## src/hw/pdp8_pkg.sv

```systemverilog
// Bits numbered 0 (MSB) to 11 as on the PDP-8; group 3 (MQ) and IOT encodings are not decoded
package pdp8_pkg;

	localparam int WORD_W = 12;                           // Word and address width

	localparam logic [0:2] OP_AND = 3'd0;                 // Logical AND into AC
	localparam logic [0:2] OP_TAD = 3'd1;                 // Two's complement add
	localparam logic [0:2] OP_ISZ = 3'd2;                 // Increment and skip on zero
	localparam logic [0:2] OP_DCA = 3'd3;                 // Deposit and clear AC
	localparam logic [0:2] OP_JMS = 3'd4;                 // Jump to subroutine
	localparam logic [0:2] OP_JMP = 3'd5;                 // Jump
	localparam logic [0:2] OP_IOT = 3'd6;                 // IO transfer, runs as no-op
	localparam logic [0:2] OP_OPR = 3'd7;                 // Operate microinstructions

	localparam logic [0:WORD_W-1] AUTO_INDEX_LO = 12'o0010; // First auto-index location
	localparam logic [0:WORD_W-1] AUTO_INDEX_HI = 12'o0017; // Last auto-index location

	// Group 1 microcode bits, numbered as in the instruction word
	localparam int G1_CLA   = 4;                          // Clear AC
	localparam int G1_CLL   = 5;                          // Clear link
	localparam int G1_CMA   = 6;                          // Complement AC
	localparam int G1_CML   = 7;                          // Complement link
	localparam int G1_RAR   = 8;                          // Rotate right
	localparam int G1_RAL   = 9;                          // Rotate left
	localparam int G1_TWICE = 10;                         // Rotate by two
	localparam int G1_IAC   = 11;                         // Increment AC

	// Group 2 microcode bits
	localparam int G2_CLA = 4;                            // Clear AC after skip test
	localparam int G2_SMA = 5;                            // SMA, or SPA when reversed
	localparam int G2_SZA = 6;                            // SZA, or SNA when reversed
	localparam int G2_SNL = 7;                            // SNL, or SZL when reversed
	localparam int G2_REV = 8;                            // Reverse skip sense
	localparam int G2_OSR = 9;                            // OR switch register into AC
	localparam int G2_HLT = 10;                           // Halt
	localparam int G2_G3  = 11;                           // Set selects group 3

	typedef union packed {
		struct packed {
			logic [0:2] opcode;
			logic       ind;                              // Indirect through the addressed word
			logic       page;                             // Current page when set, else page zero
			logic [0:6] offset;                           // Word within the page
		} mri;                                            // Memory-reference view
		struct packed {
			logic [0:2]  opcode;
			logic        grp;                             // Clear for group 1
			logic [4:11] ucode;                           // Microcode bits
		} opr;                                            // Operate view
	} pdp8_word_u;

endpackage

```

## src/hw/pdp8_sequencer.sv

```systemverilog
// One instruction at a time; IOT is a no-op, group 3 is ignored, memory port free while halted
`timescale 1ns/1ns
module pdp8_sequencer (
	input  logic                        clk,
	input  logic                        i_arst_n,
	input  logic                        i_start,
	input  logic [0:pdp8_pkg::WORD_W-1] i_start_pc,
	input  logic [0:pdp8_pkg::WORD_W-1] i_mem_rdata,
	input  logic                        i_skip,
	input  logic                        i_halt,
	input  logic [0:pdp8_pkg::WORD_W-1] i_ac,
	output logic [0:pdp8_pkg::WORD_W-1] o_mem_addr,
	output logic                        o_mem_we,
	output logic [0:pdp8_pkg::WORD_W-1] o_mem_wdata,
	output pdp8_pkg::pdp8_word_u        o_ir,
	output logic                        o_do_and,
	output logic                        o_do_tad,
	output logic                        o_do_clear,
	output logic                        o_do_operate,
	output logic [0:pdp8_pkg::WORD_W-1] o_pc,
	output logic                        o_halted
);
	import pdp8_pkg::*;

	localparam logic [3:0] S_IDLE     = 4'd0;             // Out of reset, waiting for start
	localparam logic [3:0] S_FETCH    = 4'd1;             // PC on the address bus
	localparam logic [3:0] S_DECODE   = 4'd2;             // Instruction on the data bus
	localparam logic [3:0] S_DEFER_RD = 4'd3;             // Pointer address on the bus
	localparam logic [3:0] S_DEFER    = 4'd4;             // Pointer on the data bus
	localparam logic [3:0] S_AUTO_WR  = 4'd5;             // Incremented pointer written back
	localparam logic [3:0] S_EXEC_RD  = 4'd6;             // Operand address on the bus
	localparam logic [3:0] S_EXEC     = 4'd7;             // Operand on the data bus
	localparam logic [3:0] S_EXEC_WR  = 4'd8;             // DCA, JMS or ISZ write
	localparam logic [3:0] S_HALT     = 4'd9;             // Stopped by HLT

	localparam logic [0:WORD_W-1] ONE = 12'd1;
	localparam logic [0:WORD_W-1] TWO = 12'd2;

	logic [3:0]        state;
	logic [3:0]        exec_next;                         // State once the address is resolved
	logic [0:WORD_W-1] pc_q;
	logic [0:WORD_W-1] ea_q;                              // Effective address
	logic [0:WORD_W-1] mb_q;                              // Incremented memory data
	logic [0:WORD_W-1] ea_dir;                            // Address straight from the instruction
	logic [0:WORD_W-1] ea_res;                            // Address as resolved this cycle
	pdp8_word_u        ir_q;
	pdp8_word_u        cur_ir;
	logic [0:2]        op;
	logic              auto_idx;
	logic              jmp_op;

	// The instruction is only on the data bus during decode
	assign cur_ir = (state == S_DECODE) ? pdp8_word_u'(i_mem_rdata) : ir_q;
	assign op     = cur_ir.mri.opcode;
	assign jmp_op = (op == OP_JMP);

	assign ea_dir = cur_ir.mri.page ? {pc_q[0:4], cur_ir.mri.offset}
	                                : {5'b00000, cur_ir.mri.offset};
	assign auto_idx = (ea_q >= AUTO_INDEX_LO) && (ea_q <= AUTO_INDEX_HI); // Checked in defer

	always_comb begin
		case (state)
			S_DEFER:   ea_res = i_mem_rdata;                // Plain pointer used as is
			S_AUTO_WR: ea_res = mb_q;                       // Pointer after increment
			default:   ea_res = ea_dir;
		endcase
	end

	always_comb begin
		case (op)
			OP_AND, OP_TAD, OP_ISZ: exec_next = S_EXEC_RD;
			OP_DCA, OP_JMS:         exec_next = S_EXEC_WR;
			default:                exec_next = S_FETCH;    // JMP done once address is known
		endcase
	end

	always_ff @(posedge clk or negedge i_arst_n) begin
		if (!i_arst_n) begin
			state <= S_IDLE;
			pc_q  <= '0;
		end else begin
			case (state)
				S_IDLE, S_HALT: begin
					if (i_start) begin
						pc_q  <= i_start_pc;
						state <= S_FETCH;
					end
				end
				S_FETCH: state <= S_DECODE;
				S_DECODE: begin
					pc_q <= pc_q + ONE;                     // Return address for JMS too
					if (op == OP_OPR) begin
						if (i_skip) begin
							pc_q <= pc_q + TWO;
						end
						state <= i_halt ? S_HALT : S_FETCH;
					end else if (op == OP_IOT) begin
						state <= S_FETCH;
					end else if (cur_ir.mri.ind) begin
						state <= S_DEFER_RD;
					end else begin
						state <= exec_next;
						if (jmp_op) begin
							pc_q <= ea_res;
						end
					end
				end
				S_DEFER_RD: state <= S_DEFER;
				S_DEFER: begin
					if (auto_idx) begin
						state <= S_AUTO_WR;
					end else begin
						state <= exec_next;
						if (jmp_op) begin
							pc_q <= ea_res;
						end
					end
				end
				S_AUTO_WR: begin
					state <= exec_next;
					if (jmp_op) begin
						pc_q <= ea_res;
					end
				end
				S_EXEC_RD: state <= S_EXEC;
				S_EXEC:    state <= (op == OP_ISZ) ? S_EXEC_WR : S_FETCH;
				S_EXEC_WR: begin
					state <= S_FETCH;
					if (op == OP_ISZ && mb_q == '0) begin
						pc_q <= pc_q + ONE;                 // ISZ wrapped to zero
					end
					if (op == OP_JMS) begin
						pc_q <= ea_q + ONE;                 // Body starts after the entry word
					end
				end
				default: state <= S_IDLE;
			endcase
		end
	end

	always_ff @(posedge clk) begin
		if (state == S_DECODE) begin
			ir_q <= cur_ir;
		end
		// Keep the index location in ea_q until its write-back
		if (state == S_DECODE || state == S_AUTO_WR || (state == S_DEFER && !auto_idx)) begin
			ea_q <= ea_res;
		end
		if (state == S_DEFER || state == S_EXEC) begin
			mb_q <= i_mem_rdata + ONE;
		end
	end

	always_comb begin
		o_mem_wdata = mb_q;                               // ISZ and auto-index
		if (state == S_EXEC_WR && op == OP_DCA) begin
			o_mem_wdata = i_ac;
		end else if (state == S_EXEC_WR && op == OP_JMS) begin
			o_mem_wdata = pc_q;                           // Already one past the JMS
		end
	end

	assign o_mem_addr   = (state == S_FETCH) ? pc_q : ea_q;
	assign o_mem_we     = (state == S_AUTO_WR) || (state == S_EXEC_WR);
	assign o_ir         = cur_ir;
	assign o_do_and     = (state == S_EXEC) && (op == OP_AND);
	assign o_do_tad     = (state == S_EXEC) && (op == OP_TAD);
	assign o_do_clear   = (state == S_EXEC_WR) && (op == OP_DCA);
	assign o_do_operate = (state == S_DECODE) && (op == OP_OPR);
	assign o_pc         = pc_q;
	assign o_halted     = (state == S_IDLE) || (state == S_HALT);

endmodule

```

## config.mk

```make
export PLATFORM = sky130hd
export DESIGN_NAME = pdp8_sequencer
export DESIGN_NICKNAME = d
export VERILOG_FILES = /design/src/hw/pdp8_pkg.sv /design/src/hw/pdp8_sequencer.sv
export SDC_FILE = /design/constraint.sdc
export NUM_CORES = 1
export LEC_CHECK = 0
export BUFFER_PORTS_ARGS = -buffer_cell sky130_fd_sc_hd__buf_2
export CORE_AREA = 2 2 102 104
export DETAILED_ROUTE_END_ITERATION = 10
export DIE_AREA = 0 0 104 106
export PLACE_DENSITY = 0.72
export SKIP_LAST_GASP = 1
export SYNTH_ARGS = -nofsm -noshare
export SYNTH_HDL_FRONTEND = slang
export SYNTH_SLANG_ARGS = --single-unit
```

## constraint.sdc

```tcl
create_clock -name clk -period 4.5 [get_ports clk]
set_clock_uncertainty 0.1 [all_clocks]
set_input_delay 1.35 -clock clk [delete_from_list [all_inputs] [get_ports clk]]
set_output_delay 1.35 -clock clk [all_outputs]
set_load 0.005 [all_outputs]
```

Word-level counts from Yosys, hierarchy flattened
Cells that the tools add are included.

operators by class
  add/sub/neg operators = 4
  order comparisons = 2
  equality and inequality tests = 19
  muxes and demuxes = 26
  reductions and logical operators = 22

operator list
  kind                                                                 number
  two-way mux 12 bit                                                   15
  case mux 12 bit (5 select lines)                                     1
  adder 12 x 1 -> 12 bit (second input constant)                       3
  case mux 4 bit (9 select lines)                                      1
  two-way mux 4 bit                                                    7
  case mux 12 bit (2 select lines)                                     1
  equality test 4 x 3 -> 1 bit (second input constant)                 4
  adder 12 x 2 -> 12 bit (second input constant)                       1
  equality test 3 bit (second input constant)                          4
  greater-or-equal comparator 12 x 4 -> 1 bit (second input constant)  1
  less-or-equal comparator 12 x 4 -> 1 bit (second input constant)     1
  zero test 12 bit                                                     1
  equality test 4 x 2 -> 1 bit (second input constant)                 2
  equality test 4 bit (second input constant)                          2
  logical AND 1 bit                                                    8
  case mux 4 bit (2 select lines)                                      1
  equality test 3 x 2 -> 1 bit (second input constant)                 2
  logical OR 1 bit                                                     5
  nonzero test 5 bit                                                   1
  equality test 4 x 1 -> 1 bit (second input constant)                 1
  zero test 4 bit                                                      1
  inequality test 2 bit (second input constant)                        2
  AND reduction 4 bit                                                  1
  OR reduction 2 bit                                                   2
  other kinds (5)                                                      5

word-level totals
  register bits = 52
  input bits = 41
  output and inout port bits = 54
  logic and storage cells = 78

Longest topological paths before layout
  depth after elaboration = 9
  gate-level depth with buffers = 11
  gate-level depth less buffers = 7

Worst setup path before layout
Ideal clock, no wire load.

  kind = input to output
  from = in i_mem_rdata[0] in the netlist's numbering
  to = out o_mem_wdata[1] in the netlist's numbering
  arrival = 2.532 ns
  data required time = 3.050 ns
  setup slack = 0.518 ns
  cell stages on the path = 6
  buffers on the path = 2
  cell sequence = mux2_2 nand2b_1 or2_2 buf_2 buf_2 a21oi_1

between the ends
  cells in the longest elaborated chain, start to end = 5
  elaborated cells on any way between the ends = 7
  those cells by class = 2 x eq/ne; 3 x mux; 2 x reduce/logical

RTL lines
  element               RTL line               source
  start, declared       pdp8_sequencer.sv:8    input logic [0:pdp8_pkg::WORD_W-1] i_mem_rdata,
  two-way mux 12 bit *  pdp8_sequencer.sv:53   assign cur_ir = (state == S_DECODE) ? pdp8_word_u'(i_mem_rdata) : ir_q;
  equality test 3 bit   pdp8_sequencer.sv:158  end else if (state == S_EXEC_WR && op == OP_JMS) begin
  logical AND 1 bit     pdp8_sequencer.sv:158
  two-way mux 12 bit    pdp8_sequencer.sv:158
  two-way mux 12 bit *  pdp8_sequencer.sv:156  if (state == S_EXEC_WR && op == OP_DCA) begin
  end, declared         pdp8_sequencer.sv:14   output logic [0:pdp8_pkg::WORD_W-1] o_mem_wdata,

Every way passes the cells marked *; elsewhere a longest branch is shown, timed or not.

Worst setup path after layout
  from = in i_mem_rdata[0] in the netlist's numbering
  to = out o_mem_wdata[2] in the netlist's numbering

Same word-level chain as after synthesis.

==> parameters.txt <==
Parameter                              Value

Die
  Die outline height    106 um
  Total I/O pin count    95
  Effective utilization at floorplan    48.5%
  Area of the core    10000 um^2
  Die area    11000 um^2
  Number of standard-cell rows in the floorplan    37
  Overall die width    104 um

Placed design
  Area of placed instances    5420 um^2
  Detailed-placement wirelength estimate    13200 um
  Total of buffers placed on input and output ports    94
  Final RePlAce weighted congestion    0.973

Worst setup path
  Worst path arrival time    2850 ps
  Worst Setup End Kind    primary output
  Cell with the largest stage delay on the worst path    or2_2
  CP max FO    25
  Critical path launch point type    primary input
  Chain of cells forming the critical path    buf_2, mux2_2, nand2b_1, or2_2, nor2_1, a21oi_1, buf_2
  Required time at the endpoint of the critical path    3050 ps
  Most repeated library cell on the critical path    buf_2
  Worst Setup Path Type    primary input to primary output
  Largest incremental delay on the critical path    480 ps

Routing
  Final ANT Viol Nets    0
  Number of iterations in the first detailed-routing pass    7
  Initial drt markers    429
  Detailed-route wire length per cell    21.7 um
  Via count    5070
  Drt via density    6.26
  Total wirelength of the detailed-routed design    17600 um
  DRC errors left    0

STA
  Worst slew pin tran    1160 ps
  Slew margin rel.    22.3%
  Max-slew violation count    0
  Post-route setup TNS    0 ps
  Setup violations, final    0
  Final period demand of the worst path    4300 ps
  RSZ-0062 raised after global routing    no
  Fin. Hold Viols    0
  Portion of the clock cycle consumed by the worst path in the final layout    95.5%
  Peak clock frequency supported by timing    0.233 GHz

Synth
  Total standard cell area after synthesis    4850 um^2
  Warnings, synthesis    0
  EDFF count, synth    36
  Number of instances in the synthesized netlist    601
  Syn Area/Cell    8.07 um^2
  Syn nets    647
  Most instantiated flip-flop cell in the synthesis netlist    edfxtp_1
  Synth Register Bits    52
  Yosys cell types    67
  Proportion of synthesized chip area in sequential cells    30.5%
  Fraction of registers with async set or reset after synthesis    30.8%

Min path
  Min-Delay Path Class    flip-flop to flip-flop

Final layout
  Area growth syn-to-layout    14.0%
  Utilization after layout    55.3%
  Final net count    719
  Ant. Diodes    0
  Most common library cell in the layout ignoring fill and taps    buf_2
  Most frequent cells in the layout    buf_2, nand2_1, nor2_1, a21oi_1, edfxtp_1
  Final standard cell area without fillers    5530 um^2
  Fraction of final layout cells sized beyond drive strength 1    22.6%

Power
  Areal power density over the cells    667 nW/um^2
  Maximum ir drop on the vdd rail    297 uV
  Reported leakage power    0.00232 uW

Outcome
  Run status    finished, final reports clean

CTS
  Clock transition at the registers of the reported paths    90 ps
  Number of sinks driven by the clock tree    52
  Clk Latency, worst-skew pair    330 ps
  Post-CTS Hold Buffers    0
  Number of CTS-inserted buffers    5
  Post-CTS Repair Setup Buffers    0
  Clock Tree Root    clkbuf_8
  CTS Buffer Depth    2
  Cts repair resizes    0
  H-tree depth    2
  CTS tree    yes

Global route
  Initial antenna violation count    0
  Overall overflow remaining after global route    0
  Largest net degree at the start of global routing    38
  Number of global-route vias before repair    4618
  Global-route total usage across every layer    31.2%
  Wire length of the first global-routing pass    26400 um

Run
  Max cap viols    0
[cells by family after synthesis]
group | Yosys count | synth area share (%)
flip-flops | 52 | 30.5
multiplexers | 50 | 10.8
AO/OA/AOI/OAI | 159 | 20.9
XOR/XNOR | 35 | 6.32
buffers and inverters | 69 | 6.16
AND/OR/NAND/NOR | 231 | 24.0
adder cells (fa/ha/maj) | 5 | 1.29
[routing by layer]
layer / vias to the layer above / routed length [um] / GRT usage [%]
met5: - / 0 / 0
met4: 0 / 581 / 12.2
met3: 45 / 1570 / 5.46
met2: 280 / 7930 / 48.8
met1: 2398 / 7470 / 42.9
li1: 2347 / - / -
[sequential cells by signal (all words and copies together) (netlist names)]
register,cells
state,4
ir_q,12
ea_q,12
o_pc,12
mb_q,12
[metrics by stage]
| stage | worst slack (ps) | std cells | hold slack (ps) | total power, uW |
|---|---|---|---|---|
| 2_1_floorplan | 518 | 601 | 480 | 2510 |
| 3_3_place_gp | 291 | 802 | 480 | 3280 |
| 3_5_place_dp | 209 | 802 | 491 | 3290 |
| 4_1_cts | 208 | 810 | 517 | 3630 |
| 5_1_grt | 73.4 | 810 | 547 | 3920 |
| 6_report | 205 | 810 | 516 | 3680 |
[worst max-delay path, delay by kind of cell]
family | cells | cell delay [ps]
AND/OR/NAND/NOR | 3 | 850
multiplexers | 1 | 310
buffers and inverters | 2 | 250
AO/OA/AOI/OAI | 1 | 70
[where the power goes]
group,internal [uW],switching [uW]
combinational,906,1320
sequential,773,344
clock,166,179
total,1840,1840
[final timing paths]
kind	from	end	slack (ps)	cells after the start
worst max-delay path	i_mem_rdata[0]	o_mem_wdata[2]	200	7
worst min-delay path	ir_q[2]	ir_q[2]	520	2
worst max register to register	state[3]	o_pc[11]	1160	7
worst min register to register	ir_q[2]	ir_q[2]	520	2
max in group asynchronous	i_arst_n	state[2]	3130	1
min in group asynchronous	i_arst_n	o_pc[4]	840	1
[Yosys cell counts, types with 4 or more instances]
| cell type | count | area, um^2 |
|---|---|---|
| mux2_2 | 17 | 191 |
| buf_2 | 10 | 50.1 |
| mux2i_1 | 32 | 320 |
| nor2b_1 | 11 | 68.8 |
| nand2_1 | 63 | 236 |
| o211ai_1 | 4 | 30.0 |
| nor3_1 | 15 | 75.1 |
| nor4_1 | 12 | 75.1 |
| nand2b_1 | 5 | 31.3 |
| a21oi_1 | 54 | 270 |
| o21ai_0 | 32 | 160 |
| edfxtp_1 | 36 | 1080 |
| a31oi_1 | 9 | 56.3 |
| or2_2 | 4 | 25.0 |
| nor2_1 | 60 | 225 |
| nand3_1 | 15 | 75.1 |
| o22ai_1 | 4 | 25.0 |
| clkbuf_1 | 32 | 120 |
| o31ai_1 | 6 | 45.0 |
| and2_1 | 5 | 31.3 |
| and3_1 | 6 | 37.5 |
| nand4_1 | 10 | 62.6 |
| ha_1 | 5 | 62.6 |
| xnor2_1 | 19 | 166 |
| nor3b_1 | 5 | 37.5 |
| xor2_1 | 16 | 140 |
| dfrtp_1 | 16 | 400 |
| inv_1 | 19 | 71.3 |
| a21o_1 | 5 | 37.5 |
[area by class of cell]
type | instances | area (um^2)
clock buffers | 6 | 72.6
clock inverters | 2 | 35.0
fillers | 970 | 4470
inverters | 21 | 80.1
multi-input cells | 480 | 3080
flip-flops and latches | 52 | 1480
well taps | 136 | 170
repair buffers | 113 | 613
(Power assumes the default switching activity.)
