File: config.mk
export PLATFORM = sky130hd
export DESIGN_NAME = pdp8_accumulator
export DESIGN_NICKNAME = d
export VERILOG_FILES = /design/src/hw/pdp8_pkg.sv /design/src/hw/pdp8_operate.sv /design/src/hw/pdp8_accumulator.sv
export SDC_FILE = /design/constraint.sdc
export NUM_CORES = 1
export LEC_CHECK = 0
export BUFFER_PORTS_ARGS = -buffer_cell sky130_fd_sc_hd__buf_2
export CORE_UTILIZATION = 51
export CTS_CLUSTER_SIZE = 25
export DETAILED_ROUTE_END_ITERATION = 16
export GPL_ROUTABILITY_DRIVEN = 0
export HOLD_SLACK_MARGIN = 0.03
export PLACE_DENSITY_LB_ADDON = 0.05
export SLEW_MARGIN = 20
export SYNTH_ARGS = -nofsm -noshare
export SYNTH_HDL_FRONTEND = slang
export SYNTH_SLANG_ARGS = --single-unit
File: constraint.sdc
create_clock -name clk -period 2.6 [get_ports clk]
set_input_delay 0.13 -clock clk [delete_from_list [all_inputs] [get_ports clk]]
set_output_delay 0.13 -clock clk [all_outputs]
set_load 0.05 [all_outputs]
File: src/hw/pdp8_pkg.sv
// Bits numbered 0 (MSB) to 11 as on the PDP-8; group 3 (MQ) and IOT encodings are not decoded
package pdp8_pkg;

	localparam int WORD_W = 12;                           // Word and address width

	localparam logic [0:2] OP_AND = 3'd0;                 // Logical AND into AC
	localparam logic [0:2] OP_TAD = 3'd1;                 // Two's complement add
	localparam logic [0:2] OP_ISZ = 3'd2;                 // Increment and skip on zero
	localparam logic [0:2] OP_DCA = 3'd3;                 // Deposit and clear AC
	localparam logic [0:2] OP_JMS = 3'd4;                 // Jump to subroutine
	localparam logic [0:2] OP_JMP = 3'd5;                 // Jump
	localparam logic [0:2] OP_IOT = 3'd6;                 // IO transfer, runs as no-op
	localparam logic [0:2] OP_OPR = 3'd7;                 // Operate microinstructions

	localparam logic [0:WORD_W-1] AUTO_INDEX_LO = 12'o0010; // First auto-index location
	localparam logic [0:WORD_W-1] AUTO_INDEX_HI = 12'o0017; // Last auto-index location

	// Group 1 microcode bits, numbered as in the instruction word
	localparam int G1_CLA   = 4;                          // Clear AC
	localparam int G1_CLL   = 5;                          // Clear link
	localparam int G1_CMA   = 6;                          // Complement AC
	localparam int G1_CML   = 7;                          // Complement link
	localparam int G1_RAR   = 8;                          // Rotate right
	localparam int G1_RAL   = 9;                          // Rotate left
	localparam int G1_TWICE = 10;                         // Rotate by two
	localparam int G1_IAC   = 11;                         // Increment AC

	// Group 2 microcode bits
	localparam int G2_CLA = 4;                            // Clear AC after skip test
	localparam int G2_SMA = 5;                            // SMA, or SPA when reversed
	localparam int G2_SZA = 6;                            // SZA, or SNA when reversed
	localparam int G2_SNL = 7;                            // SNL, or SZL when reversed
	localparam int G2_REV = 8;                            // Reverse skip sense
	localparam int G2_OSR = 9;                            // OR switch register into AC
	localparam int G2_HLT = 10;                           // Halt
	localparam int G2_G3  = 11;                           // Set selects group 3

	typedef union packed {
		struct packed {
			logic [0:2] opcode;
			logic       ind;                              // Indirect through the addressed word
			logic       page;                             // Current page when set, else page zero
			logic [0:6] offset;                           // Word within the page
		} mri;                                            // Memory-reference view
		struct packed {
			logic [0:2]  opcode;
			logic        grp;                             // Clear for group 1
			logic [4:11] ucode;                           // Microcode bits
		} opr;                                            // Operate view
	} pdp8_word_u;

endpackage

File: src/hw/pdp8_operate.sv
// Purely combinational; group 3 words pass AC and link unchanged, RAR wins over RAL
`timescale 1ns/1ns
module pdp8_operate (
	input  pdp8_pkg::pdp8_word_u        i_ir,
	input  logic [0:pdp8_pkg::WORD_W-1] i_ac,
	input  logic                        i_link,
	input  logic [0:pdp8_pkg::WORD_W-1] i_sr,
	output logic [0:pdp8_pkg::WORD_W-1] o_ac,
	output logic                        o_link,
	output logic                        o_skip,
	output logic                        o_halt
);
	import pdp8_pkg::*;

	logic [4:11]     uc;
	logic            grp1;
	logic            grp2;
	logic [0:WORD_W] lac;                                 // Link in bit 0, AC below it
	logic            any_cond;                            // Any selected SMA/SZA/SNL holds

	assign uc   = i_ir.opr.ucode;
	assign grp1 = (i_ir.opr.opcode == OP_OPR) && !i_ir.opr.grp;
	assign grp2 = (i_ir.opr.opcode == OP_OPR) && i_ir.opr.grp && !uc[G2_G3];

	// Tests see the AC and link from before any clear
	assign any_cond = (uc[G2_SMA] && i_ac[0])
	                || (uc[G2_SZA] && (i_ac == '0))
	                || (uc[G2_SNL] && i_link);

	always_comb begin
		lac = {i_link, i_ac};
		if (uc[G1_CLA]) begin
			lac[1:WORD_W] = '0;
		end
		if (uc[G1_CLL]) begin
			lac[0] = 1'b0;
		end
		if (uc[G1_CMA]) begin
			lac[1:WORD_W] = ~lac[1:WORD_W];
		end
		if (uc[G1_CML]) begin
			lac[0] = ~lac[0];
		end
		if (uc[G1_IAC]) begin
			lac = lac + 1'b1;                             // Carry out of AC flips link
		end
		if (uc[G1_RAR]) begin
			if (uc[G1_TWICE]) begin
				lac = {lac[WORD_W-1:WORD_W], lac[0:WORD_W-2]};
			end else begin
				lac = {lac[WORD_W], lac[0:WORD_W-1]};
			end
		end else if (uc[G1_RAL]) begin
			if (uc[G1_TWICE]) begin
				lac = {lac[2:WORD_W], lac[0:1]};
			end else begin
				lac = {lac[1:WORD_W], lac[0]};
			end
		end
	end

	always_comb begin
		o_ac   = i_ac;
		o_link = i_link;
		o_skip = 1'b0;
		o_halt = 1'b0;
		if (grp1) begin
			{o_link, o_ac} = lac;
		end else if (grp2) begin
			o_skip = uc[G2_REV] ? !any_cond : any_cond;   // Reversed with none selected is SKP
			if (uc[G2_CLA]) begin
				o_ac = '0;
			end
			if (uc[G2_OSR]) begin
				o_ac = o_ac | i_sr;
			end
			o_halt = uc[G2_HLT];
		end
	end

endmodule

File: src/hw/pdp8_accumulator.sv
// Strobes are one-hot and take effect on the following edge; there is no MQ register
`timescale 1ns/1ns
module pdp8_accumulator (
	input  logic                        clk,
	input  logic                        i_arst_n,
	input  pdp8_pkg::pdp8_word_u        i_ir,
	input  logic [0:pdp8_pkg::WORD_W-1] i_mem_data,
	input  logic [0:pdp8_pkg::WORD_W-1] i_sr,
	input  logic                        i_do_and,
	input  logic                        i_do_tad,
	input  logic                        i_do_clear,
	input  logic                        i_do_operate,
	output logic [0:pdp8_pkg::WORD_W-1] o_ac,
	output logic                        o_link,
	output logic                        o_skip,
	output logic                        o_halt
);
	import pdp8_pkg::*;

	logic [0:WORD_W-1] opr_ac;                            // AC after microinstructions
	logic              opr_link;
	logic [0:WORD_W]   tad_sum;                           // Link and AC plus operand

	assign tad_sum = {o_link, o_ac} + {1'b0, i_mem_data}; // Carry out flips the link

	pdp8_operate u_operate (
		.i_ir   (i_ir),
		.i_ac   (o_ac),
		.i_link (o_link),
		.i_sr   (i_sr),
		.o_ac   (opr_ac),
		.o_link (opr_link),
		.o_skip (o_skip),
		.o_halt (o_halt)
	);

	always_ff @(posedge clk or negedge i_arst_n) begin
		if (!i_arst_n) begin
			o_ac   <= '0;
			o_link <= 1'b0;
		end else if (i_do_and) begin
			o_ac <= o_ac & i_mem_data;
		end else if (i_do_tad) begin
			{o_link, o_ac} <= tad_sum;
		end else if (i_do_clear) begin
			o_ac <= '0;                                   // DCA after its write
		end else if (i_do_operate) begin
			o_ac   <= opr_ac;
			o_link <= opr_link;
		end
	end

endmodule

# Yosys cells after proc, flatten, opt, wreduce, memory -nomap -nowiden
# Index checks and enable logic that the tools add are counted.
[totals] regBits=13 input_bits=42 output_inout_bits=15
[op_classes] n_addsub=2 n_eq_ne=2 n_mux=27 bitwise=5 reduce_logical=18
[op_table] operator="2-to-1 mux 12 bit" n=11
[op_table] operator="2-to-1 mux 13 bit" n=5
[op_table] operator="adder 13 x 1 -> 13 bit (second input constant)" n=1
[op_table] operator="adder 13 x 12 -> 13 bit" n=1
[op_table] operator="AND 12 bit" n=1
[op_table] operator="logical NOT 12 bit" n=1
[op_table] operator="inverter 12 bit" n=1
[op_table] operator="OR 12 bit" n=1
[op_table] operator="2-to-1 mux 1 bit" n=11
[op_table] operator="logical AND 1 bit" n=6
[op_table] operator="nonzero test 5 bit" n=1
[op_table] operator="AND reduction 4 bit" n=1
[op_table] operator="nonzero test 2 bit" n=2
[op_table] operator="nonzero test 4 bit" n=1
[op_table] operator="equality test 3 bit (second input constant)" n=1
[op_table] operator="logical NOT 1 bit" n=3
[op_table] operator="logical OR 1 bit" n=2
[op_table] operator="inequality test 2 bit (second input constant)" n=1
[op_table] operator="inverter 1 bit" n=2
[op_table] operator="AND reduction 2 bit" n=1

# Longest topological paths before layout
# Gate-level depths: netlist of run 1.
[logic_depth] depth_word=13 ltp_mapped=11

# By module
# Synthesis of run 1 repeated with hierarchy kept, for this count alone.
[unflattened] hier_cells=388 area_unflattened_um2=2969.1
[modules_own_cells] mod="pdp8_operate" n_inst=1 cells_per_inst=221 area_each_um2=1556.5
[modules_own_cells] mod="pdp8_accumulator" n_inst=1 cells_per_inst=167 area_each_um2=1412.6

# Least setup slack after synthesis of run 1
# OpenSTA, ideal clock, no wires.
[synth_timing] path_type="register to register" startpoint="reg o_ac[11] (netlist name)" endpoint="reg o_ac[9] (netlist name)" t_arrival_ps=2692 t_required_ps=2522 path_slack_ps=-170 path_stages_with_launch=9 period_less_slack_ps=2770 cell_sequence="dfrtp_1 > nor2b_1 > xor2_1 > ha_1 > nand2_1 > o41ai_1 > a21oi_1 > a2111o_1 > a21oi_1"
[synth_between] elab_chain_cells=13
[synth_lines] element="from (decl)" line_no="pdp8_accumulator.sv:13" rtl="output logic [0:pdp8_pkg::WORD_W-1] o_ac,"
[synth_lines] element="from (signal assigned)" line_no="pdp8_accumulator.sv:42" rtl="o_ac <= o_ac & i_mem_data;"
[synth_lines] element="from (signal assigned)" line_no="pdp8_accumulator.sv:44" rtl="{o_link, o_ac} <= tad_sum;"
[synth_lines] element="from (signal assigned)" line_no="pdp8_accumulator.sv:48" rtl="o_ac <= opr_ac;"
[synth_lines] element="2-to-1 mux 12 bit" line_no="pdp8_operate.sv:32" rtl="if (uc[G1_CLA]) begin"
[synth_lines] element="inverter 12 bit" line_no="pdp8_operate.sv:39" rtl="lac[1:WORD_W] = ~lac[1:WORD_W];"
[synth_lines] element="2-to-1 mux 12 bit" line_no="pdp8_operate.sv:38" rtl="if (uc[G1_CMA]) begin"
[synth_lines] element="adder 13 x 1 -> 13 bit" line_no="pdp8_operate.sv:45" rtl="lac = lac + 1'b1;"
[synth_lines] element="2-to-1 mux 13 bit" line_no="pdp8_operate.sv:44" rtl="if (uc[G1_IAC]) begin"
[synth_lines] element="2-to-1 mux 13 bit" line_no="pdp8_operate.sv:54" rtl="if (uc[G1_TWICE]) begin"
[synth_lines] element="2-to-1 mux 13 bit" line_no="pdp8_operate.sv:53" rtl="end else if (uc[G1_RAL]) begin"
[synth_lines] element="2-to-1 mux 13 bit" line_no="pdp8_operate.sv:47" rtl="if (uc[G1_RAR]) begin"
[synth_lines] element="2-to-1 mux 12 bit" line_no="pdp8_operate.sv:67" rtl="if (grp1) begin"
[synth_lines] element="2-to-1 mux 12 bit" line_no="pdp8_accumulator.sv:47" rtl="end else if (i_do_operate) begin"
[synth_lines] element="2-to-1 mux 12 bit" line_no="pdp8_accumulator.sv:45" rtl="end else if (i_do_clear) begin"
[synth_lines] element="2-to-1 mux 12 bit (*)" line_no="pdp8_accumulator.sv:43" rtl="end else if (i_do_tad) begin"
[synth_lines] element="2-to-1 mux 12 bit (*)" line_no="pdp8_accumulator.sv:41" rtl="end else if (i_do_and) begin"
# Mark *: on every way between the ends. The rest lies on a longest branch, timed or not. The select of a mux whose other input is x is not followed.
# A chain may end at the register's enable or synchronous reset.

# Final worst setup path of run 1
[layout_timing] startpoint="reg o_ac[10] (netlist name)" endpoint="reg o_ac[0] (netlist name)"
# Same word-level chain as after synthesis.

==> summary.md, run 1 <==
| Metric | Value |
|---|---|
| Synth Net Count | 437 |
| Starting Density | 0.530 |
| Vias per inst | 6.25 |
| Switching portion of total power | 0.512 |
| Slowest stage delay, CP | 400 ps |
| FFs w/ async S/R, synth | 1.00 |
| Top_reg_cell synth | dfrtp_1 |
| First-pass GRT wire length | 13800 um |
| Core area | 5110 um2 |
| Final setup TNS | 0 ps |
| Area delta synth->final | 26.4% |
| Layout fillers | 482 |
| Pre-CTS WS | -42.5 ps |
| Largest net degree at the start of global routing | 39 |
| Share of post-route cells with drive strength above 1 | 0.294 |
| Final Cycle Share | 0.965 |
| Gr usage total | 0.327 |
| Fin area | 3420 um2 |
| Number of port buffers | 56 |
| H-tree Lvls | 1 |
| Register area share after synthesis | 0.120 |
| Clk sinks | 13 |
| Routed vias | 3227 |
| Cell Area, Synth | 2710 um2 |
| RSZ-0062 raised after global routing | yes |
| 1st-iter DRT viols | 228 |
| Diode count | 0 |
| Die Width | 74.8 um |
| P_sw | 0.000868 W |
| Syn Inst Count | 381 |
| Clk Latency, worst-skew pair | 250 ps |
| Hpwl dp | 7060 um |
| Int Pwr | 0.000827 W |
| Final antenna-violating net count | 0 |
| Final WL | 9190 um |
| Total CTS buffers | 3 |
| Combinational share of power | 0.692 |
| Number of enable flip-flop cells after synthesis | 0 |
| Max-cap viol count | 0 |
| YS warnings | 0 |
| CTS root buffer | clkbuf_8 |
| CTS Buffer Depth | 2 |
| Sequential power share | 0.196 |
| Req. time, crit path | 2730 ps |
| Avg WL per Cell | 17.8 um |
| Outcome | completed |
| CP max stage cell | dfrtp_2 |
| Setup violations, final | 0 |
| Max-slew violation count | 0 |
| Area contributors post-synth | dfrtp_1 12%, a21oi_1 6.8%, xnor2_1 6.5%, ha_1 6.0%, nand2_1 4.3% |
| Clock Skews | 8.60 ps |
| Tightest Pin Transition | 656 ps |
| Pre-antenna DRT Iters | 5 |
| Vias in the first global route | 2823 |
| Max VDD drop | 0.336 mV |
| Worst min-delay path category | in -> reg |
| Max frequency | 0.399 GHz |
| Worst path cell trace | buf_4 -> ha_1 -> a211oi_2 -> o21bai_1 -> o21ba_2 -> o21a_1 -> a31o_4 -> a31oi_4 -> mux2i_1 -> nand4_1 |
| Post-route setup slack | 92.0 ps |
| Arr. time, crit path | 2640 ps |
| Clk pin slew, worst setup/hold paths | 70 ps |
| Hold_ws | 240 ps |
| Die area | 5600 um2 |
| Synth area leader | dfrtp_1 |
| Dpl cell area | 3180 um2 |
| Setup CP Type | reg -> reg |
| Final Hold Fails | 0 |
| Row Count | 26 |
| Die height | 74.8 um |
| CP top delay family | compound AO/OA/AOI/OAI gates |
| Synth top area share | 0.120 |
| Final Net Count | 503 |
| Yosys reg bits | 13 |
| Crit path buffers/inverters | 1 |
| Post-Syn Area per Cell | 7.10 um2 |
| Relative max-transition margin | 0.562 |
| Max FO, Critical Path | 6 |
| P_leak | 1.43 nW |
| Ports | 57 |
| Initial antenna violation count | 0 |
| Setup crit end kind | flip-flop |
| DRC Markers | 0 |
| Grt ovf | 0 |
| Clock period minus worst slack | 2510 ps |
| Startpoint Class | flip-flop |
| Clock power share | 0.112 |
| Netlist cell types | 67 |
| CTS tree | yes |
| Pwr Density | 496 nW/um2 |
[layout make-up]
cell class,instances,area (um2),area share
flip-flops and latches,13,330,0.0966
inverters,12,45.0,0.0132
well taps,70,87.6,0.0256
repair buffers,91,549,0.161
clock buffers,4,45.0,0.0132
multi-input cells,326,2360,0.691
[repair_timing]
item,CTS,global route
buffers inserted,2,2
hold buffers,1,0
hold endpoints to repair,13,0
pin swaps,1,12
resized for setup,5,27
endpoints found under the setup margin,5,11
[worst paths after layout]
| check | start | endpoint | slack [ps] | depth (start not counted) |
|---|---|---|---|---|
| min in group asynchronous | i_arst_n | o_ac[3] | 310 | 2 |
| max in group asynchronous | i_arst_n | o_ac[5] | 2010 | 2 |
| worst min-delay path | i_do_and | o_ac[7] | 240 | 2 |
| worst max register to register | o_ac[10] | o_ac[0] | 90 | 10 |
| worst max-delay path | o_ac[10] | o_ac[0] | 90 | 10 |
| worst min register to register | o_ac[11] | o_ac[11] | 670 | 2 |
[routing by layer]
metal	global-route usage	wire length, um	up-vias	share of wire
li1	-	-	1561	-
met1	0.435	4040	1526	0.44
met2	0.540	4400	108	0.48
met3	0.0442	386	32	0.042
met4	0.122	366	0	0.040
met5	0	0	-	0
[power by group through the flow]
stage | clock (W) | combinational, W | sequential [W]
floorplan | 0 | 0.000648 | 0.000436
finish | 0.000190 | 0.00117 | 0.000332
global route | 0.000200 | 0.00126 | 0.000336
detailed placement | 0 | 0.00107 | 0.000330
CTS | 0.000194 | 0.00109 | 0.000327
global placement | 0 | 0.00105 | 0.000330
[through the flow]
stage | power (W) | instances | util
final | 0.00170 | 516 | 0.670
after detailed placement | 0.00140 | 507 | 0.623
after global placement | 0.00138 | 507 | 0.623
after floorplan | 0.00108 | 381 | -
after CTS | 0.00161 | 514 | 0.642
after global routing | 0.00180 | 516 | 0.670
[registers in the layout, indices dropped and copies added, names as in the netlist]
signal and count:
o_ac 12, o_link 1
[cell usage after synthesis (all sizes together), types with 3 or more instances]
library cell  instances
ha                   13
dfrtp                13
o31ai                 3
clkbuf               21
nand3                11
and3                  4
a21o                  4
a211o                 4
a211oi               11
nor3b                 4
a21oi                37
nor3                 10
o211ai                3
o21ai                26
inv                  12
a31oi                 6
o21a                  3
nor2b                13
xnor2                21
nand4                 6
buf                   9
a2111oi               3
xor2                  7
nor2                 29
a221oi                5
and2                  4
mux2i                 9
o22ai                10
a22oi                 4
nand2b                8
nand2                32
[worst register-to-register path: stages, from the launching register on]
cell and delay, ps:
dfrtp_2 400, buf_4 160, ha_1 300, a211oi_2 230
o21bai_1 120, o21ba_2 220, o21a_1 200, a31o_4 270
a31oi_4 200, mux2i_1 210, nand4_1 90
[layout by cell type (no fill, tap or decap), drive strengths merged, types with 4 or more instances in the layout]
cell type and n:
a211oi 11, inv 12, nor3b 4, mux2i 9, clkbuf 4, a211o 4, ha 13, nor3 10
nor2b 13, nor2 29, nand4 6, o22ai 10, xor2 7, a21o 4, a21oi 37, nand2b 8
a31oi 6, o21ai 26, a22oi 4, nand3 11, dfrtp 13, xnor2 21, and3 4, buf 90
nand2 32, a221oi 5, and2 4
[logic make-up (layout without fill, tap and decap cells)]
kind of cell / Yosys count / after routing / share of synthesized area
compound gates: 141 / 141 / 0.354
simple gates: 132 / 132 / 0.259
buf+inv: 42 / 107 / 0.0638
xor+xnor: 28 / 28 / 0.0934
fa+ha+maj: 14 / 14 / 0.0675
flops: 13 / 13 / 0.120
mux: 11 / 11 / 0.0416
Note: power is estimated with default switching activity, not from simulation.
==> inputs of run 2 (changes only) <==
Settings changed: BUFFER_PORTS_ARGS -buffer_cell sky130_fd_sc_hd__buf_2 to -buffer_cell sky130_fd_sc_hd__buf_4, CORE_UTILIZATION 51 to 52, SYNTH_HIERARCHICAL set to 1.
==> run 2 against run 1 <==
Die area up 7.4%. Routed wire length up 11%. Core utilization up 5.9 points. The run now ends with negative setup slack left. First-iteration DRC count up 57%. Clock-buffer cell count unchanged. Worst setup slack worse by 220 ps. Power up 25%. Clock power down 4%. Register-to-register slack worse by 220 ps. Critical endpoint is now o_ac[6]. Clock skew down 3.4 ps.
==> summary.md, run 2 <==
| Metric | Value |
|---|---|
| Post-Syn Area per Cell | 7.65 um2 |
| Area delta synth->final | 35.1% |
| Die height | 77.6 um |
| Max-cap viol count | 0 |
| Ports | 57 |
| CTS tree | yes |
| H-tree Lvls | 1 |
| Row Count | 27 |
| Vias in the first global route | 3284 |
| CP max stage cell | dfrtp_2 |
| Vias per inst | 6.45 |
| Cell Area, Synth | 2970 um2 |
| Pwr Density | 530 nW/um2 |
| Most common cell on crit path | buf_6 |
| Critical Path Sink | o_ac[6] |
| RSZ-0062 raised after global routing | yes |
| Adder-cell share of the synthesized area | 0.0615 |
| Register area share after synthesis | 0.110 |
| Area contributors post-synth | dfrtp_1 11%, ha_1 5.5%, o21ai_0 5.1%, nand2_1 4.8%, xnor2_1 4.7% |
| Relative max-transition margin | 0.410 |
| Clk sinks | 13 |
| Sequential power share | 0.144 |
| Commonest non-fill, non-tap cell in the layout | buf_4 |
| Final antenna-violating net count | 0 |
| Arr. time, crit path | 2880 ps |
| Layout fillers | 451 |
| Max VDD drop | 0.342 mV |
| Max FO, Critical Path | 3 |
| Combinational share of power | 0.770 |
| Reg2Reg Depth | 16 |
| Startpoint Class | flip-flop |
| Most frequent cells in the layout | 107 x buf_4, 36 x nand2_1, 23 x o21ai_0 |
| Diode count | 0 |
| Critical path origin | o_ac[11] |
| Violated checks | negative setup slack |
| Setup violations, final | 10 |
| First-pass GRT wire length | 15700 um |
| Hpwl dp | 7540 um |
| Final setup TNS | -676 ps |
| CTS root buffer | clkbuf_8 |
| Clock period minus worst slack | 2730 ps |
| Initial antenna violation count | 0 |
| Core area | 5510 um2 |
| Max frequency | 0.367 GHz |
| Fin area | 4010 um2 |
| Syn Inst Count | 388 |
| YS warnings | 6 |
| Tightest Pin Transition | 878 ps |
| DRC Markers | 0 |
| Synth Area in Compound Gates | 0.386 |
| Setup crit end kind | flip-flop |
| Largest register FFs | 12 |
| P_sw | 0.00105 W |
| Mux share of post-synthesis cell area | 0.0358 |
| Total CTS buffers | 3 |
| FFs w/ async S/R, synth | 1.00 |
| Final Hold Fails | 0 |
| Req. time, crit path | 2750 ps |
| Final Net Count | 535 |
| Number of port buffers | 56 |
| 1st-iter DRT viols | 357 |
| Synth area leader | dfrtp_1 |
| Int Pwr | 0.00107 W |
| Crit path depth | 16 |
| Crit path buffers/inverters | 4 |
| Reg2reg start | o_ac[11] |
| Setup CP Type | reg -> reg |
| Max-slew violation count | 0 |
| Post-route setup slack | -127 ps |
| Top_reg_cell synth | dfrtp_1 |
| Yosys reg bits | 13 |
| Synth Net Count | 444 |
| Gr usage total | 0.327 |
| CP top delay family | compound AO/OA/AOI/OAI gates |
| Top-count cell post-synth | nand2_1 |
| Switching portion of total power | 0.494 |
| Worst R2R End | o_ac[6] |
| Xor and xnor fraction of the mapped netlist area | 0.0763 |
| CTS Buffer Depth | 2 |
| Final Cycle Share | 1.05 |
| FF/Latch Area | 334 um2 |
| Multi-input logic area | 2620 um2 |
| Hold_ws | 270 ps |
| Grt ovf | 0 |
| Worst path cell trace | nor2b_4 -> xnor2_2 -> inv_1 -> ha_1 -> nand2_2 -> buf_6 -> nor3_4 -> buf_6 -> xnor2_4 -> buf_6 -> nor3_1 -> a311oi_1 -> o2bb2ai_1 -> mux2_4 -> a21oi_2 -> a32oi_1 |
| Pre-antenna DRT Iters | 7 |
| Largest registers | o_ac: 12 flops, o_link: 1 flops |
| Final WL | 10200 um |
| Slowest stage delay, CP | 410 ps |
| Clk Latency, worst-skew pair | 240 ps |
| Clock power share | 0.086 |
| Outcome | complete, but fails checks |
| Post-synth top cells | 38 x nand2_1, 30 x o21ai_0, 22 x nor2_1 |
| Reg2Reg Setup Slack | -130 ps |
| Share of post-route cells with drive strength above 1 | 0.370 |
| Starting Density | 0.539 |
| Routed vias | 3550 |
| Netlist cell types | 82 |
| Simple-Gate Fraction of Synth Area | 0.262 |
| Main combinational cell family by area after synthesis | compound AO/OA/AOI/OAI gates |
| Dpl cell area | 3760 um2 |
| Clk pin slew, worst setup/hold paths | 60 ps |
| Die area | 6020 um2 |
| Number of enable flip-flop cells after synthesis | 0 |
| Largest Register | o_ac |
| Avg WL per Cell | 18.6 um |
| Die Width | 77.6 um |
| Largest net degree at the start of global routing | 24 |
| Worst min-delay path category | in -> reg |
| Clock Skews | 5.16 ps |
| P_leak | 1.68 nW |
| Synth top area share | 0.110 |
## run 2: worst min path at each step
stage / from / end / cells after the start
after floorplan: i_arst_n / o_ac[0] / 0
after global placement: i_arst_n / o_ac[9] / 1
after detailed placement: i_arst_n / o_ac[9] / 1
after CTS: i_do_and / o_ac[6] / 2
after global routing: i_do_and / o_ac[6] / 2
final: i_do_and / o_ac[6] / 2
## run 2: final cells by class
class	count	area share
flip-flops and latches	13	0.0833
clock buffers	4	0.0112
inverters	15	0.0140
multi-input cells	333	0.652
repair buffers	113	0.217
well taps	72	0.0225
## run 2: logic make-up (layout without fill, tap and decap cells)
kind of cell	count (synthesis)	after routing
adders and majority gates	14	14
muxes	10	10
DFF	13	13
xor gates and xnor gates	22	22
and+or+nand+nor	139	139
buffers and inverters	42	132
AOI/OAI and AO/OA	148	148
## run 2: what timing repair did
item | CTS | global route
gates resized for setup | 13 | 23
pin swaps | 7 | 13
endpoints found under the setup margin | 8 | 13
hold buffers | 1 | 0
buffers inserted | 3 | 3
hold endpoints to repair | 13 | 0
## run 2: metal layers
layer | global-route usage | up-vias | wire [um]
li1 | - | 1683 | -
met1 | 0.423 | 1652 | 4260
met2 | 0.541 | 181 | 4920
met3 | 0.0447 | 34 | 747
met4 | 0.136 | 0 | 286
met5 | 0 | - | 0
## run 2: per-stage QoR
step	instances	total power (W)	utilization	worst slack, ps
final	550	0.00212	0.729	-127
after global routing	550	0.00226	0.729	-263
after CTS	547	0.00203	0.708	-115
after detailed placement	539	0.00180	0.682	-134
after global placement	539	0.00178	0.682	-147
after floorplan	388	0.00130	-	-132
## run 2: worst reg2reg max path: cells and delay by family, from the launching register on
kind            cells  cell delay (ps)
fa+ha+maj           1              150
xor+xnor            2              270
simple gates        4              470
flops               1              410
buf+inv             4              490
mux                 1              190
compound gates      4              680
## run 2: power by group through the flow
stage               sequential, W  combinational (W)  clock, W
floorplan                0.000482           0.000813         0
finish                   0.000306            0.00164  0.000182
detailed placement       0.000307            0.00149         0
CTS                      0.000304            0.00154  0.000189
global placement         0.000306            0.00147         0
global route             0.000314            0.00175  0.000196
